==> src/uart_pkg.sv <==
// Fixed 8-bit framing with a short bit period for simulation; register offsets assume 32-bit access
`default_nettype none

package uart_pkg;

  ////////////////////
  // Serial bit timing
  localparam int CLKS_PER_BIT = 16;
  localparam int HALF_BIT     = CLKS_PER_BIT / 2;
  localparam int DATA_BITS    = 8;
  localparam int BAUD_CNT_W   = $clog2(CLKS_PER_BIT);
  localparam int BIT_CNT_W    = $clog2(DATA_BITS + 1);

  // Receive FIFO sizing
  localparam int FIFO_DEPTH = 4;
  localparam int FIFO_PTR_W = $clog2(FIFO_DEPTH);
  localparam int FIFO_CNT_W = $clog2(FIFO_DEPTH + 1);

  ////////////////////
  // AXI4-Lite bus and register map
  localparam int AXI_ADDR_W = 4;
  localparam int AXI_DATA_W = 32;
  localparam logic [AXI_ADDR_W-1:0] ADDR_CTRL   = AXI_ADDR_W'(0);
  localparam logic [AXI_ADDR_W-1:0] ADDR_STATUS = AXI_ADDR_W'(4);
  localparam logic [AXI_ADDR_W-1:0] ADDR_DATA   = AXI_ADDR_W'(8);

  // One received character, data in the upper bits
  typedef struct packed {
    logic [DATA_BITS-1:0] data;
    logic                 parity_err;
    logic                 frame_err;
  } rx_char_t;

  // CTRL layout, rx_en is bit 2
  typedef struct packed {
    logic rx_en;
    logic parity_en;
    logic parity_odd;
  } uart_ctrl_t;

  // STATUS layout, overrun sits in bit 2 so a W1C on bit 2 clears it
  typedef struct packed {
    logic overrun;
    logic full;
    logic not_empty;
  } uart_status_t;

  typedef enum logic [2:0] {IDLE, START, DATA, PARITY, STOP} rx_state_t;

endpackage

`default_nettype wire

==> src/axil_if.sv <==
// AXI4-Lite without wstrb or prot; every access is a full 32-bit word and responses are OKAY
`timescale 1ns/1ps
`default_nettype none

interface axil_if;
  import uart_pkg::*;

  // Write address and data
  logic                  awvalid;
  logic                  awready;
  logic [AXI_ADDR_W-1:0] awaddr;
  logic                  wvalid;
  logic                  wready;
  logic [AXI_DATA_W-1:0] wdata;

  // Write response
  logic                  bvalid;
  logic                  bready;
  logic [1:0]            bresp;

  // Read address and data
  logic                  arvalid;
  logic                  arready;
  logic [AXI_ADDR_W-1:0] araddr;
  logic                  rvalid;
  logic                  rready;
  logic [AXI_DATA_W-1:0] rdata;
  logic [1:0]            rresp;

  modport master (
    output awvalid, awaddr, wvalid, wdata, bready, arvalid, araddr, rready,
    input  awready, wready, bvalid, bresp, arready, rvalid, rdata, rresp
  );

  modport slave (
    input  awvalid, awaddr, wvalid, wdata, bready, arvalid, araddr, rready,
    output awready, wready, bvalid, bresp, arready, rvalid, rdata, rresp
  );

endinterface

`default_nettype wire

==> src/uart_baud_timer.sv <==
// Bit period is the package constant CLKS_PER_BIT; load_half takes priority over load_full
`timescale 1ns/1ps
`default_nettype none

module uart_baud_timer (
  input  wire  clk,
  input  wire  rst_n,
  input  wire  load_half,
  input  wire  load_full,
  input  wire  bit_clr,
  output logic bit_tick,
  output logic bits_done
);
  import uart_pkg::*;

  logic [BAUD_CNT_W-1:0] clk_cnt;
  logic [BIT_CNT_W-1:0]  bit_cnt;

  // Mid-bit strobe when the period counter runs out
  assign bit_tick  = (clk_cnt == '0);
  assign bits_done = (bit_cnt == '0);

  // Half period lands the first sample in the middle of the start bit
  always_ff @(posedge clk) begin
    if (!rst_n) begin
      clk_cnt <= BAUD_CNT_W'(CLKS_PER_BIT - 1);
    end else if (load_half) begin
      clk_cnt <= BAUD_CNT_W'(HALF_BIT - 1);
    end else if (load_full || bit_tick) begin
      clk_cnt <= BAUD_CNT_W'(CLKS_PER_BIT - 1);
    end else begin
      clk_cnt <= clk_cnt - 1'b1;
    end
  end

  // Data bit counter, stops at zero
  always_ff @(posedge clk) begin
    if (!rst_n) begin
      bit_cnt <= '0;
    end else if (bit_clr) begin
      bit_cnt <= BIT_CNT_W'(DATA_BITS);
    end else if (bit_tick && !bits_done) begin
      bit_cnt <= bit_cnt - 1'b1;
    end
  end

endmodule

`default_nettype wire

==> src/uart_rx_sampler.sv <==
// rx is asynchronous and idles high; the synchronizer adds 2 cycles before any decision
`timescale 1ns/1ps
`default_nettype none

module uart_rx_sampler (
  input  wire                             clk,
  input  wire                             rst_n,
  input  wire                             rx,
  input  wire                             shift_en,
  input  wire                             clr,
  output logic                            rx_sync,
  output logic                            fall,
  output logic [uart_pkg::DATA_BITS-1:0]  shift_data,
  output logic                            parity_acc
);
  import uart_pkg::*;

  logic rx_meta;
  logic rx_dly;

  ////////////////////
  // Two-flop synchronizer plus edge delay
  always_ff @(posedge clk) begin
    if (!rst_n) begin
      rx_meta <= 1'b1;
      rx_sync <= 1'b1;
      rx_dly  <= 1'b1;
    end else begin
      rx_meta <= rx;
      rx_sync <= rx_meta;
      rx_dly  <= rx_sync;
    end
  end

  // High for one cycle on a 1 -> 0 transition
  assign fall = rx_dly & ~rx_sync;

  ////////////////////
  // Data shift register, LSB arrives first
  always_ff @(posedge clk) begin
    if (clr) begin
      shift_data <= '0;
      parity_acc <= 1'b0;
    end else if (shift_en) begin
      shift_data <= {rx_sync, shift_data[DATA_BITS-1:1]};
      // Running XOR of the data bits
      parity_acc <= parity_acc ^ rx_sync;
    end
  end

endmodule

`default_nettype wire

==> src/uart_rx_fsm.sv <==
// One stop bit only; a false start (line high at mid start bit) is dropped without a push
`timescale 1ns/1ps
`default_nettype none

module uart_rx_fsm (
  input  wire                             clk,
  input  wire                             rst_n,
  input  wire uart_pkg::uart_ctrl_t       ctrl,
  input  wire                             rx_sync,
  input  wire                             fall,
  input  wire                             bit_tick,
  input  wire                             bits_done,
  input  wire [uart_pkg::DATA_BITS-1:0]   shift_data,
  input  wire                             parity_acc,
  output logic                            load_half,
  output logic                            load_full,
  output logic                            bit_clr,
  output logic                            shift_en,
  output logic                            samp_clr,
  output logic                            push,
  output uart_pkg::rx_char_t              push_char
);
  import uart_pkg::*;

  rx_state_t state;
  rx_state_t state_nxt;
  logic      stop_seen;
  logic      parity_err_q;
  logic      frame_err_q;

  ////////////////////
  // Next state and timer / sampler steering
  always_comb begin
    state_nxt = state;
    load_half = 1'b0;
    load_full = 1'b0;
    bit_clr   = 1'b0;
    shift_en  = 1'b0;
    samp_clr  = 1'b0;
    push      = 1'b0;
    case (state)
      IDLE: begin
        // Keep the period counter parked until a start edge
        load_full = 1'b1;
        if (fall && ctrl.rx_en) begin
          load_half = 1'b1;
          samp_clr  = 1'b1;
          state_nxt = START;
        end
      end
      START: begin
        if (bit_tick) begin
          if (rx_sync) begin
            state_nxt = IDLE;
          end else begin
            bit_clr   = 1'b1;
            state_nxt = DATA;
          end
        end
      end
      DATA: begin
        shift_en = bit_tick;
        if (bits_done) begin
          state_nxt = ctrl.parity_en ? PARITY : STOP;
        end
      end
      PARITY: begin
        if (bit_tick) begin
          state_nxt = STOP;
        end
      end
      STOP: begin
        // Push one cycle after the stop sample
        if (stop_seen) begin
          push      = 1'b1;
          state_nxt = IDLE;
        end
      end
      default: state_nxt = IDLE;
    endcase
    // Disabled receiver always falls back to IDLE
    if (!ctrl.rx_en) begin
      state_nxt = IDLE;
    end
  end

  always_ff @(posedge clk) begin
    if (!rst_n) begin
      state     <= IDLE;
      stop_seen <= 1'b0;
    end else begin
      state     <= state_nxt;
      stop_seen <= (state == STOP) && (state_nxt == STOP) && (stop_seen || bit_tick);
    end
  end

  // Error flags of the frame in flight
  always_ff @(posedge clk) begin
    if (state == DATA && bits_done) begin
      parity_err_q <= 1'b0;
    end else if (state == PARITY && bit_tick) begin
      // Even: data ^ parity must be 0, odd flips the expectation
      parity_err_q <= parity_acc ^ rx_sync ^ ctrl.parity_odd;
    end
    if (state == STOP && bit_tick && !stop_seen) begin
      frame_err_q <= ~rx_sync;
    end
  end

  assign push_char = '{data: shift_data, parity_err: parity_err_q, frame_err: frame_err_q};

endmodule

`default_nettype wire

==> src/uart_rx_fifo.sv <==
// Pushes into a full FIFO are lost and only leave the sticky overrun flag behind
`timescale 1ns/1ps
`default_nettype none

module uart_rx_fifo (
  input  wire                 clk,
  input  wire                 rst_n,
  input  wire                 push,
  input  wire uart_pkg::rx_char_t push_char,
  input  wire                 pop,
  input  wire                 overrun_clr,
  output uart_pkg::rx_char_t  rd_char,
  output logic                not_empty,
  output logic                full,
  output logic                overrun
);
  import uart_pkg::*;

  rx_char_t              mem [FIFO_DEPTH];
  logic [FIFO_PTR_W-1:0] wr_ptr;
  logic [FIFO_PTR_W-1:0] rd_ptr;
  logic [FIFO_CNT_W-1:0] count;
  logic                  push_ok;
  logic                  pop_ok;

  // Circular pointer step
  function automatic logic [FIFO_PTR_W-1:0] ptr_inc(input logic [FIFO_PTR_W-1:0] ptr);
    return (ptr == FIFO_PTR_W'(FIFO_DEPTH - 1)) ? '0 : ptr + 1'b1;
  endfunction

  assign full      = (count == FIFO_CNT_W'(FIFO_DEPTH));
  assign not_empty = (count != '0);
  assign push_ok   = push && !full;
  assign pop_ok    = pop && not_empty;
  // Head of queue shown without a read cycle
  assign rd_char   = mem[rd_ptr];

  always_ff @(posedge clk) begin
    if (push_ok) begin
      mem[wr_ptr] <= push_char;
    end
  end

  always_ff @(posedge clk) begin
    if (!rst_n) begin
      wr_ptr  <= '0;
      rd_ptr  <= '0;
      count   <= '0;
      overrun <= 1'b0;
    end else begin
      if (push_ok) wr_ptr <= ptr_inc(wr_ptr);
      if (pop_ok) rd_ptr <= ptr_inc(rd_ptr);
      case ({push_ok, pop_ok})
        2'b10:   count <= count + 1'b1;
        2'b01:   count <= count - 1'b1;
        default: count <= count;
      endcase
      // Set wins over a same-cycle clear
      if (push && full) begin
        overrun <= 1'b1;
      end else if (overrun_clr) begin
        overrun <= 1'b0;
      end
    end
  end

endmodule

`default_nettype wire

==> src/uart_axil_regs.sv <==
// Single outstanding read and write; unmapped reads return 0 and unmapped writes are ignored
`timescale 1ns/1ps
`default_nettype none

module uart_axil_regs (
  input  wire                     clk,
  input  wire                     rst_n,
  axil_if.slave                   bus,
  output uart_pkg::uart_ctrl_t    ctrl,
  input  wire uart_pkg::rx_char_t rd_char,
  input  wire                     not_empty,
  input  wire                     full,
  input  wire                     overrun,
  output logic                    pop,
  output logic                    overrun_clr
);
  import uart_pkg::*;

  logic                  wr_acc;
  logic                  rd_acc;
  uart_status_t          status;
  uart_status_t          wr_status;
  logic [AXI_DATA_W-1:0] rd_word;

  ////////////////////
  // Handshake, a pending response blocks its channel
  assign wr_acc      = bus.awvalid && bus.wvalid && !bus.bvalid;
  assign rd_acc      = bus.arvalid && !bus.rvalid;
  assign bus.awready = wr_acc;
  assign bus.wready  = wr_acc;
  assign bus.arready = !bus.rvalid;
  assign bus.bresp   = 2'b00;
  assign bus.rresp   = 2'b00;

  assign status    = '{overrun: overrun, full: full, not_empty: not_empty};
  assign wr_status = uart_status_t'(bus.wdata[$bits(uart_status_t)-1:0]);

  // DATA read pops only when there is something to pop
  assign pop         = rd_acc && (bus.araddr == ADDR_DATA) && not_empty;
  // W1C on the overrun bit
  assign overrun_clr = wr_acc && (bus.awaddr == ADDR_STATUS) && wr_status.overrun;

  // Read mux
  always_comb begin
    rd_word = '0;
    case (bus.araddr)
      ADDR_CTRL:   rd_word[$bits(uart_ctrl_t)-1:0] = ctrl;
      ADDR_STATUS: rd_word[$bits(uart_status_t)-1:0] = status;
      ADDR_DATA: begin
        rd_word[$bits(rx_char_t)-1:0] = rd_char;
        rd_word[AXI_DATA_W-1]         = not_empty;
      end
      default: rd_word = '0;
    endcase
  end

  ////////////////////
  // CTRL register and response valids
  always_ff @(posedge clk) begin
    if (!rst_n) begin
      ctrl       <= '0;
      bus.bvalid <= 1'b0;
      bus.rvalid <= 1'b0;
    end else begin
      if (wr_acc && bus.awaddr == ADDR_CTRL) begin
        ctrl <= uart_ctrl_t'(bus.wdata[$bits(uart_ctrl_t)-1:0]);
      end
      if (wr_acc) begin
        bus.bvalid <= 1'b1;
      end else if (bus.bready) begin
        bus.bvalid <= 1'b0;
      end
      if (rd_acc) begin
        bus.rvalid <= 1'b1;
      end else if (bus.rready) begin
        bus.rvalid <= 1'b0;
      end
    end
  end

  // Read data held with rvalid
  always_ff @(posedge clk) begin
    if (rd_acc) begin
      bus.rdata <= rd_word;
    end
  end

endmodule

`default_nettype wire

==> src/uart_rx_top.sv <==
// Reception stays off after reset until software sets CTRL.rx_en
`timescale 1ns/1ps
`default_nettype none

module uart_rx_top (
  input  wire                              clk,
  input  wire                              rst_n,
  input  wire                              rx,
  input  wire                              awvalid,
  output logic                             awready,
  input  wire  [uart_pkg::AXI_ADDR_W-1:0]  awaddr,
  input  wire                              wvalid,
  output logic                             wready,
  input  wire  [uart_pkg::AXI_DATA_W-1:0]  wdata,
  output logic                             bvalid,
  input  wire                              bready,
  output logic [1:0]                       bresp,
  input  wire                              arvalid,
  output logic                             arready,
  input  wire  [uart_pkg::AXI_ADDR_W-1:0]  araddr,
  output logic                             rvalid,
  input  wire                              rready,
  output logic [uart_pkg::AXI_DATA_W-1:0]  rdata,
  output logic [1:0]                       rresp
);
  import uart_pkg::*;

  axil_if bus ();

  uart_ctrl_t           ctrl;
  rx_char_t             push_char;
  rx_char_t             rd_char;
  logic                 rx_sync, fall, parity_acc;
  logic [DATA_BITS-1:0] shift_data;
  logic                 bit_tick, bits_done, load_half, load_full, bit_clr;
  logic                 shift_en, samp_clr, push, pop, overrun_clr;
  logic                 not_empty, full, overrun;

  ////////////////////
  // Master side of the bus from the plain ports
  assign bus.awvalid = awvalid;
  assign bus.awaddr  = awaddr;
  assign bus.wvalid  = wvalid;
  assign bus.wdata   = wdata;
  assign bus.bready  = bready;
  assign bus.arvalid = arvalid;
  assign bus.araddr  = araddr;
  assign bus.rready  = rready;
  assign awready     = bus.awready;
  assign wready      = bus.wready;
  assign bvalid      = bus.bvalid;
  assign bresp       = bus.bresp;
  assign arready     = bus.arready;
  assign rvalid      = bus.rvalid;
  assign rdata       = bus.rdata;
  assign rresp       = bus.rresp;

  uart_axil_regs regs_inst (
    .clk, .rst_n, .bus(bus.slave), .ctrl, .rd_char, .not_empty, .full, .overrun,
    .pop, .overrun_clr
  );

  uart_rx_sampler sampler_inst (
    .clk, .rst_n, .rx, .shift_en, .clr(samp_clr), .rx_sync, .fall, .shift_data,
    .parity_acc
  );

  uart_baud_timer timer_inst (
    .clk, .rst_n, .load_half, .load_full, .bit_clr, .bit_tick, .bits_done
  );

  uart_rx_fsm fsm_inst (
    .clk, .rst_n, .ctrl, .rx_sync, .fall, .bit_tick, .bits_done, .shift_data,
    .parity_acc, .load_half, .load_full, .bit_clr, .shift_en, .samp_clr, .push,
    .push_char
  );

  uart_rx_fifo fifo_inst (
    .clk, .rst_n, .push, .push_char, .pop, .overrun_clr, .rd_char, .not_empty,
    .full, .overrun
  );

endmodule

`default_nettype wire

==> config.mk <==
export PLATFORM = sky130hd
export DESIGN_NAME = uart_rx_top
export DESIGN_NICKNAME = d
export VERILOG_FILES = /design/src/uart_pkg.sv /design/src/axil_if.sv /design/src/uart_baud_timer.sv /design/src/uart_rx_sampler.sv /design/src/uart_rx_fsm.sv /design/src/uart_rx_fifo.sv /design/src/uart_axil_regs.sv /design/src/uart_rx_top.sv
export SDC_FILE = /design/constraint.sdc
export NUM_CORES = 1
export LEC_CHECK = 0
export BUFFER_PORTS_ARGS = -buffer_cell sky130_fd_sc_hd__buf_2
export CAP_MARGIN = 20
export CORE_UTILIZATION = 58
export CTS_CLUSTER_SIZE = 30
export DETAILED_ROUTE_END_ITERATION = 7
export GPL_TIMING_DRIVEN = 0
export MAX_ROUTING_LAYER = met4
export PLACE_DENSITY_LB_ADDON = 0.15
export RECOVER_POWER = 25
export SKIP_CTS_REPAIR_TIMING = 1
export SLEW_MARGIN = 40
export SYNTH_ARGS = -nofsm -noshare
export SYNTH_HDL_FRONTEND = slang
export SYNTH_HIERARCHICAL = 1
export SYNTH_SLANG_ARGS = --single-unit
==> constraint.sdc <==
create_clock -name clk -period 8.4 [get_ports clk]
set_clock_uncertainty 0.2 [all_clocks]
set_input_delay 0.84 -clock clk [delete_from_list [all_inputs] [get_ports clk]]
set_output_delay 0.84 -clock clk [all_outputs]
set_load 0.01 [all_outputs]
Word-level counts from Yosys, hierarchy flattened
Memory sizes are Yosys's and may differ from the RTL's. A register that Yosys moved wholly into a read port is not among the register bits.
Cells that the tools add are included.
{ "classes": {"addsub": 6, "mul": 0, "div": 0, "magnitude_cmp": 0, "eq_ne": 13, "n_shift": 0, "mux": 36, "bitwise_logic": 5, "reduce_logical": 39} }
{ "op_table": {"columns": ["op", "n"], "rows": [
  ["$mux W3", 7],
  ["$logic_and A1 B1 Y1", 19],
  ["$mux W1", 17],
  ["$logic_not A4 Y1", 4],
  ["$mux W4", 4],
  ["$pmux W3 S5", 1],
  ["$mux W2", 5],
  ["$reduce_bool A2 Y1", 5],
  ["$eq A3 B3 Y1 const B", 3],
  ["$pmux W3 S3", 1],
  ["$eq A4 B3 Y1 const B", 2],
  ["$sub A4 B1 Y4 const B", 2],
  ["$eq A2 B2 Y1 const B", 3],
  ["$eq A3 B2 Y1 const B", 2],
  ["$pmux W3 S2", 1],
  ["$logic_not A1 Y1", 5],
  ["$add A2 B1 Y2 const B", 2],
  ["$eq A4 B4 Y1 const B", 1],
  ["$add A3 B1 Y3 const B", 1],
  ["$eq A3 B1 Y1 const B", 1],
  ["$logic_not A3 Y1", 1],
  ["$reduce_bool A3 Y1", 1],
  ["$reduce_or A3 Y1", 1],
  ["$sub A3 B1 Y3 const B", 1],
  ["6 further kinds", 9]
]} }
{ "totals": {"regBits": 50, "latch_bits": 0, "ramBits": 40, "romBits": 0, "inputBits": 48, "output_inout_bits": 41, "elab_cells": 124, "n_memories": 1} }
{ "mem_list": {"columns": ["memory", "depth", "word_bits", "rd", "rd_ports_with_merged_regs", "write_ports", "line", "rtl"], "rows": [
  ["fifo_inst.mem", 4, 10, 1, 1, 1, "uart_rx_fifo.sv:19", "rx_char_t mem [FIFO_DEPTH];"]
]} }

Depth between registers and ports, before layout
{ "logic_depth": {"word_depth": 9, "mapped_depth": 11, "mapped_depth_nobuf": 11} }

Cells and area by module
The synthesis kept the hierarchy.
{ "modules_own_cells": {"columns": ["mod", "n_inst", "cells_per_inst", "area_each_um2", "seq_area_each_um2"], "rows": [
  ["uart_rx_fifo", 1, 112, 1991.9, 1401.3],
  ["uart_axil_regs", 1, 87, 929.6, 430.4],
  ["uart_rx_fsm", 1, 51, 442.9, 130.1],
  ["uart_rx_sampler", 1, 37, 416.6, 240.2],
  ["uart_baud_timer", 1, 44, 382.9, 160.2]
]} }

Least setup slack after synthesis
Ideal clock, no wire load.
{ "synth_path": {"kind": "in2reg", "from": "input port arvalid", "to": "register fifo_inst.count[2]", "setup_ns": 0.076, "arrival_time_ns": 2.989, "t_required_ns": 8.124, "setup_slack_ns": 5.135, "path_stages": 10, "path_buffers": 0, "path_cell_list": "nor2b_1 -> and3_1 -> o31ai_2 -> inv_1 -> ha_1 -> inv_1 -> fa_1 -> xor2_1 -> or3_1 -> a21boi_0"} }
{ "synth_between": {"elab_chain_cells": 6, "elab_cells_between_ends": 8, "cone_classes": "eq/ne: 2; mux: 1; reduce/logical: 5"} }
{ "synth_lines": {"columns": ["element", "line", "rtl"], "rows": [
  ["start, declared", "uart_rx_top.sv:18", "input wire arvalid,"],
  ["$logic_and A1 B1 Y1 (*)", "uart_axil_regs.sv:28", "assign rd_acc = bus.arvalid && !bus.rvalid;"],
  ["$logic_and A1 B1 Y1 (*) (2 in a row)", "uart_axil_regs.sv:39", "assign pop = rd_acc && (bus.araddr == ADDR_DATA) && not_empty;"],
  ["named net pop", "uart_rx_top.sv:36", "logic shift_en, samp_clr, push, pop, overrun_clr;"],
  ["$logic_and A1 B1 Y1 (*)", "uart_rx_fifo.sv:34", "assign pop_ok = pop && not_empty;"],
  ["named net fifo_inst.pop_ok", "uart_rx_fifo.sv:24", "logic pop_ok;"],
  ["$eq A2 B1 Y1 or $eq A2 B2 Y1 (tied branches)", "uart_rx_fifo.sv:53", "case ({push_ok, pop_ok})"],
  ["$pmux W3 S2 or $reduce_bool A2 Y1 (tied branches)", null, null],
  ["end signal, assigned", "uart_rx_fifo.sv:54", "2'b10: count <= count + 1'b1;"],
  ["end signal, assigned", "uart_rx_fifo.sv:55", "2'b01: count <= count - 1'b1;"],
  ["end signal, assigned", "uart_rx_fifo.sv:56", "default: count <= count;"],
  ["end, declared", "uart_rx_fifo.sv:22", "logic [FIFO_CNT_W-1:0] count;"]
]} }
The timed path passes the listed nets; every way through them passes the cells marked *.
A chain may end at the register's enable or synchronous reset.

Final worst setup path
{ "layout_path": {"from": "input port araddr[2] (netlist bit)", "to": "register fifo_inst.count[2]"} }
{ "layout_between": {"elab_chain_cells": 6, "elab_cells_between_ends": 8, "cone_classes": "eq/ne: 3; mux: 1; reduce/logical: 4"} }
{ "layout_lines": {"columns": ["element", "line", "rtl"], "rows": [
  ["start, declared", "uart_rx_top.sv:20", "input wire [uart_pkg::AXI_ADDR_W-1:0] araddr,"],
  ["$eq A4 B4 Y1 (*)", "uart_axil_regs.sv:39", null],
  ["$logic_and A1 B1 Y1 (*) (2 in a row)", "uart_axil_regs.sv:39", null],
  ["named net pop", "uart_rx_top.sv:36", null],
  ["$logic_and A1 B1 Y1 (*)", "uart_rx_fifo.sv:34", null],
  ["named net fifo_inst.pop_ok", "uart_rx_fifo.sv:24", null],
  ["$eq A2 B1 Y1 or $eq A2 B2 Y1 (tied branches)", "uart_rx_fifo.sv:53", null],
  ["$pmux W3 S2 or $reduce_bool A2 Y1 (tied branches)", null, null]
]} }
Marks and branches as above.

==> flow_summary_export.csv <==
group,metric,value,unit
logic_synthesis,synth_edf_count,52,
logic_synthesis,async_reset_ff_share,0,%
setup_path,worst-endpoint-arrival,3.19,ns
cts,clk_pin_slew_worst_paths,0.09,ns
cts,ctsHtreeMaxLevel,3,
die,core_area,6870,µm²
cts,cts_inserted_buffers,9,
setup_path,sequence_of_cells_on_the_critical_path,"buf_2 -> nor2b_2 -> nor3b_2 -> and3_1 -> o31ai_2 -> inv_1 -> ha_1 -> inv_1 -> fa_1 -> xor2_1 -> or3_1 -> a21boi_0",
die,die_h,86.7,µm
worst_hold_path,cell_count_of_the_worst_hold_path,1,
placement,count_of_buffers_inserted_at_the_top_level_ports,34,
logic_synthesis,synth.area.mux_share,9.25,%
logic_synthesis,postSynthAreaPerCell,12.6,µm²
logic_synthesis,yosysWarningCount,6,
cells_and_area,finish.utilization,68.2,%
run,max_cap_viol_count,0,
cts,cts.sink_count,92,
cts,cts_tree,"built",
setup_path,criticalPathCategory,"input pin to flop",
cts,ctsLongestPathBuffers,2,
drt,ant_nets,0,
die,start_util,60.6,%
global_route,grt_first_pass_wirelength,10.7,mm
drt,vias,2524,
worst_hold_path,min_delay_worst_endpoint,"sampler_inst/rx_sync",
global_route,grt_util_met3,4.67,%
global_route,grt_antenna_before_repair,0,
sta,setup-tns-final,0,ns
die,floorplan.rows,30,
drt,first_iter_violations,99,
logic_synthesis,syn-cell-area,4160,µm²
cells_and_area,commonest_non_fill_non_tap_cells_in_the_layout,"52 x edfxtp_1, 40 x dfxtp_1, 36 x buf_2, 28 x buf_4, 25 x conb_1",
cells_and_area,finalInstanceArea,4690,µm²
sta,setup-violations-final,0,
setup_path,rr_endpoint,"fifo_inst/count[2]",
die,full_die_area,7520,µm²
sta,grt_setup_unrepaired,"no",
setup_path,crit_path_frequent_cell,"inv_1",
cts,worstSkewPairLatency,0.36,ns
global_route,grt_use_total,19.8,%
power_and_ir_drop,irDropWorstVdd,0.109,mV
logic_synthesis,synth-simple-area-share,14.4,%
placement,dp_hpwl,4.86,mm
placement,detailed_place.area,4550,µm²
drt,drc_errors,0,
setup_path,r2r-start,"regs_inst/bus.rvalid",
setup_path,timing.critical_path.required,8.49,ns
power_and_ir_drop,power.leakage,1.92,nW
drt,drt-pass1-iter-count,4,
drt,route.detailed.vias_per_inst,5.04,
cells_and_area,num-fill-cells,520,
setup_path,cpMaxStageDelayCell,"nor3b_2",
sta,slew_viol_final,0,
global_route,first_global_vias,2269,
setup_path,critical-path-max-stage-delay,0.40,ns
cells_and_area,layout_commonest_cell,"edfxtp_1",
cells_and_area,antenna_cells,0,
logic_synthesis,postSynthRegisterBits,92,
sta,max_freq,323,MHz
cells_and_area,finish.cell_count_without_fillers,501,
power_and_ir_drop,powerDensity,167,nW/µm²
global_route,grt_max_degree,17,
setup_path,critical_path.startpoint_type,"input pin",
sta,finalCriticalPeriod,3.10,ns
logic_synthesis,synth_top_family_by_area,"simple AND/OR/NAND/NOR gates",
setup_path,reg2reg_depth,10,
logic_synthesis,post_synth_inst_count,331,
cells_and_area,final_net_count,457,
die,die_w,86.7,µm
logic_synthesis,synth_xor_area_share,1.05,%
sta,portion_of_the_clock_cycle_consumed_by_the_worst_path_in_the_final_layout,36.9,%
power_and_ir_drop,total_power,0.000784,W
worst_hold_path,min_path_type,"flop to flop",
setup_path,path_max_fanout,9,
setup_path,endpoint_kind,"flop",
sta,final-hold-violation-count,0,
global_route,grt_util_met1,24.7,%
placement,place.gp.congestion,0.825,
die,ioPinCount,89,
sta,timing_worst_slew_pin_value,0.667,ns
placement,placed_cells_incl_taps,485,
cts,cts-root-buf,"clkbuf_8",
logic_synthesis,synthFlopType,"edfxtp_1",
global_route,use_met2,32.0,%
cells_and_area,area_growth_from_synthesis_to_layout,12.5,%
drt,finalWirelength,6.79,mm
sta,timing.slew.headroom,55.4,%
logic_synthesis,yosysUniqueCellTypes,59,
cells_and_area,drive_gt1_share,26.2,%
outcome,outcome,"complete, no violations",
global_route,top_usage_layer,"met2",
global_route,total_grt_overflow,0,
logic_synthesis,synth_compound_gate_area_share,5.83,%
drt,wire_per_inst,13.5,µm
worst_hold_path,worst_hold_startpoint,"sampler_inst/rx_meta",
setup_path,reg2reg_setup_slack,5.63,ns
logic_synthesis,yosys.area_share.adder,2.88,%
logic_synthesis,post_synthesis_sequential_area_ratio,56.7,%
metal layers:
layer / vias to the layer above / wire length [µm]
li1: 1244 / -
met1: 1213 / 3100
met2: 55 / 3330
met3: 12 / 260
met4: 0 / 93
met5: - / 0
cells by family after synthesis:
family / Yosys count
fa+ha+maj: 9
compound gates: 33
mux: 26
flops: 92
other cells: 1
simple gates: 100
xor+xnor: 5
buf+inv: 65
flip-flops by register name, indices dropped and copies added, names as in the netlist, 2 cells and up, named ones only:
| name | cells |
|---|---|
| regs_inst/ctrl | 3 |
| fifo_inst/rd_ptr | 2 |
| regs_inst/bus.rdata | 11 |
| fifo_inst/count | 3 |
| timer_inst/clk_cnt | 4 |
| sampler_inst/shift_data | 8 |
| fifo_inst/mem | 40 |
| timer_inst/bit_cnt | 4 |
| fifo_inst/wr_ptr | 2 |
| fsm_inst/state | 3 |
cell usage after synthesis, types with 3 or more instances:
cell type	instances	area [µm²]
a211oi_1	3	22.5
a21oi_1	5	25.0
and2_1	14	87.6
and3_1	4	25.0
buf_4	38	285
dfxtp_1	40	801
edfxtp_1	52	1560
ha_1	8	100
inv_1	19	71.3
mux2i_1	16	160
mux4_2	10	225
nand2_1	22	82.6
nand2b_1	9	56.3
nand3_1	3	15.0
nor2_1	12	45.0
nor2b_1	4	25.0
nor3_1	3	15.0
o21ai_0	8	40.0
or3_1	6	37.5
xnor2_1	4	35.0
worst max path at each step:
stage               depth (start not counted)                  to       from  slack (ns)
finish                                     12  fifo_inst/count[2]  araddr[2]        5.30
global route                               12  fifo_inst/count[2]  araddr[2]        5.08
CTS                                        12  fifo_inst/count[2]  araddr[2]        5.27
detailed placement                         12  fifo_inst/count[2]  araddr[2]        4.89
global placement                           11  fifo_inst/count[2]    arvalid        4.78
floorplan                                  10  fifo_inst/count[2]    arvalid        5.14
critical path: cells and delay by family:
| family | cells | cell delay (ns) |
|---|---|---|
| adder cells (fa/ha/maj) | 2 | 0.54 |
| XOR/XNOR | 1 | 0.16 |
| AO/OA/AOI/OAI | 2 | 0.25 |
| AND/OR/NAND/NOR | 4 | 1.10 |
| buffers and inverters | 3 | 0.28 |
stage by stage:
stage | setup WS, ns | hold slack (ns)
6_report | 5.30 | 0.216
5_1_grt | 5.08 | 0.244
4_1_cts | 5.27 | 0.218
3_5_place_dp | 4.89 | 0.197
3_3_place_gp | 4.78 | 0.191
2_1_floorplan | 5.14 | 0.185
layout make-up:
class	instances	area (µm²)	area share [%]
timing repair buffer	34	170	3.63
tap	96	120	2.56
clock inverter	6	48.8	1.04
inverter	19	71.3	1.52
sequential	92	2360	50.4
clock buffer	10	128	2.72
multi-input combinational	198	1490	31.8
buffer	46	297	6.33
report_power, final:
group          internal (W)   total, W  switching (W)
Sequential         0.000475   0.000477     0.00000173
Clock              0.000111   0.000271       0.000160
Combinational     0.0000171  0.0000360      0.0000189
(Power assumes the default switching activity.)
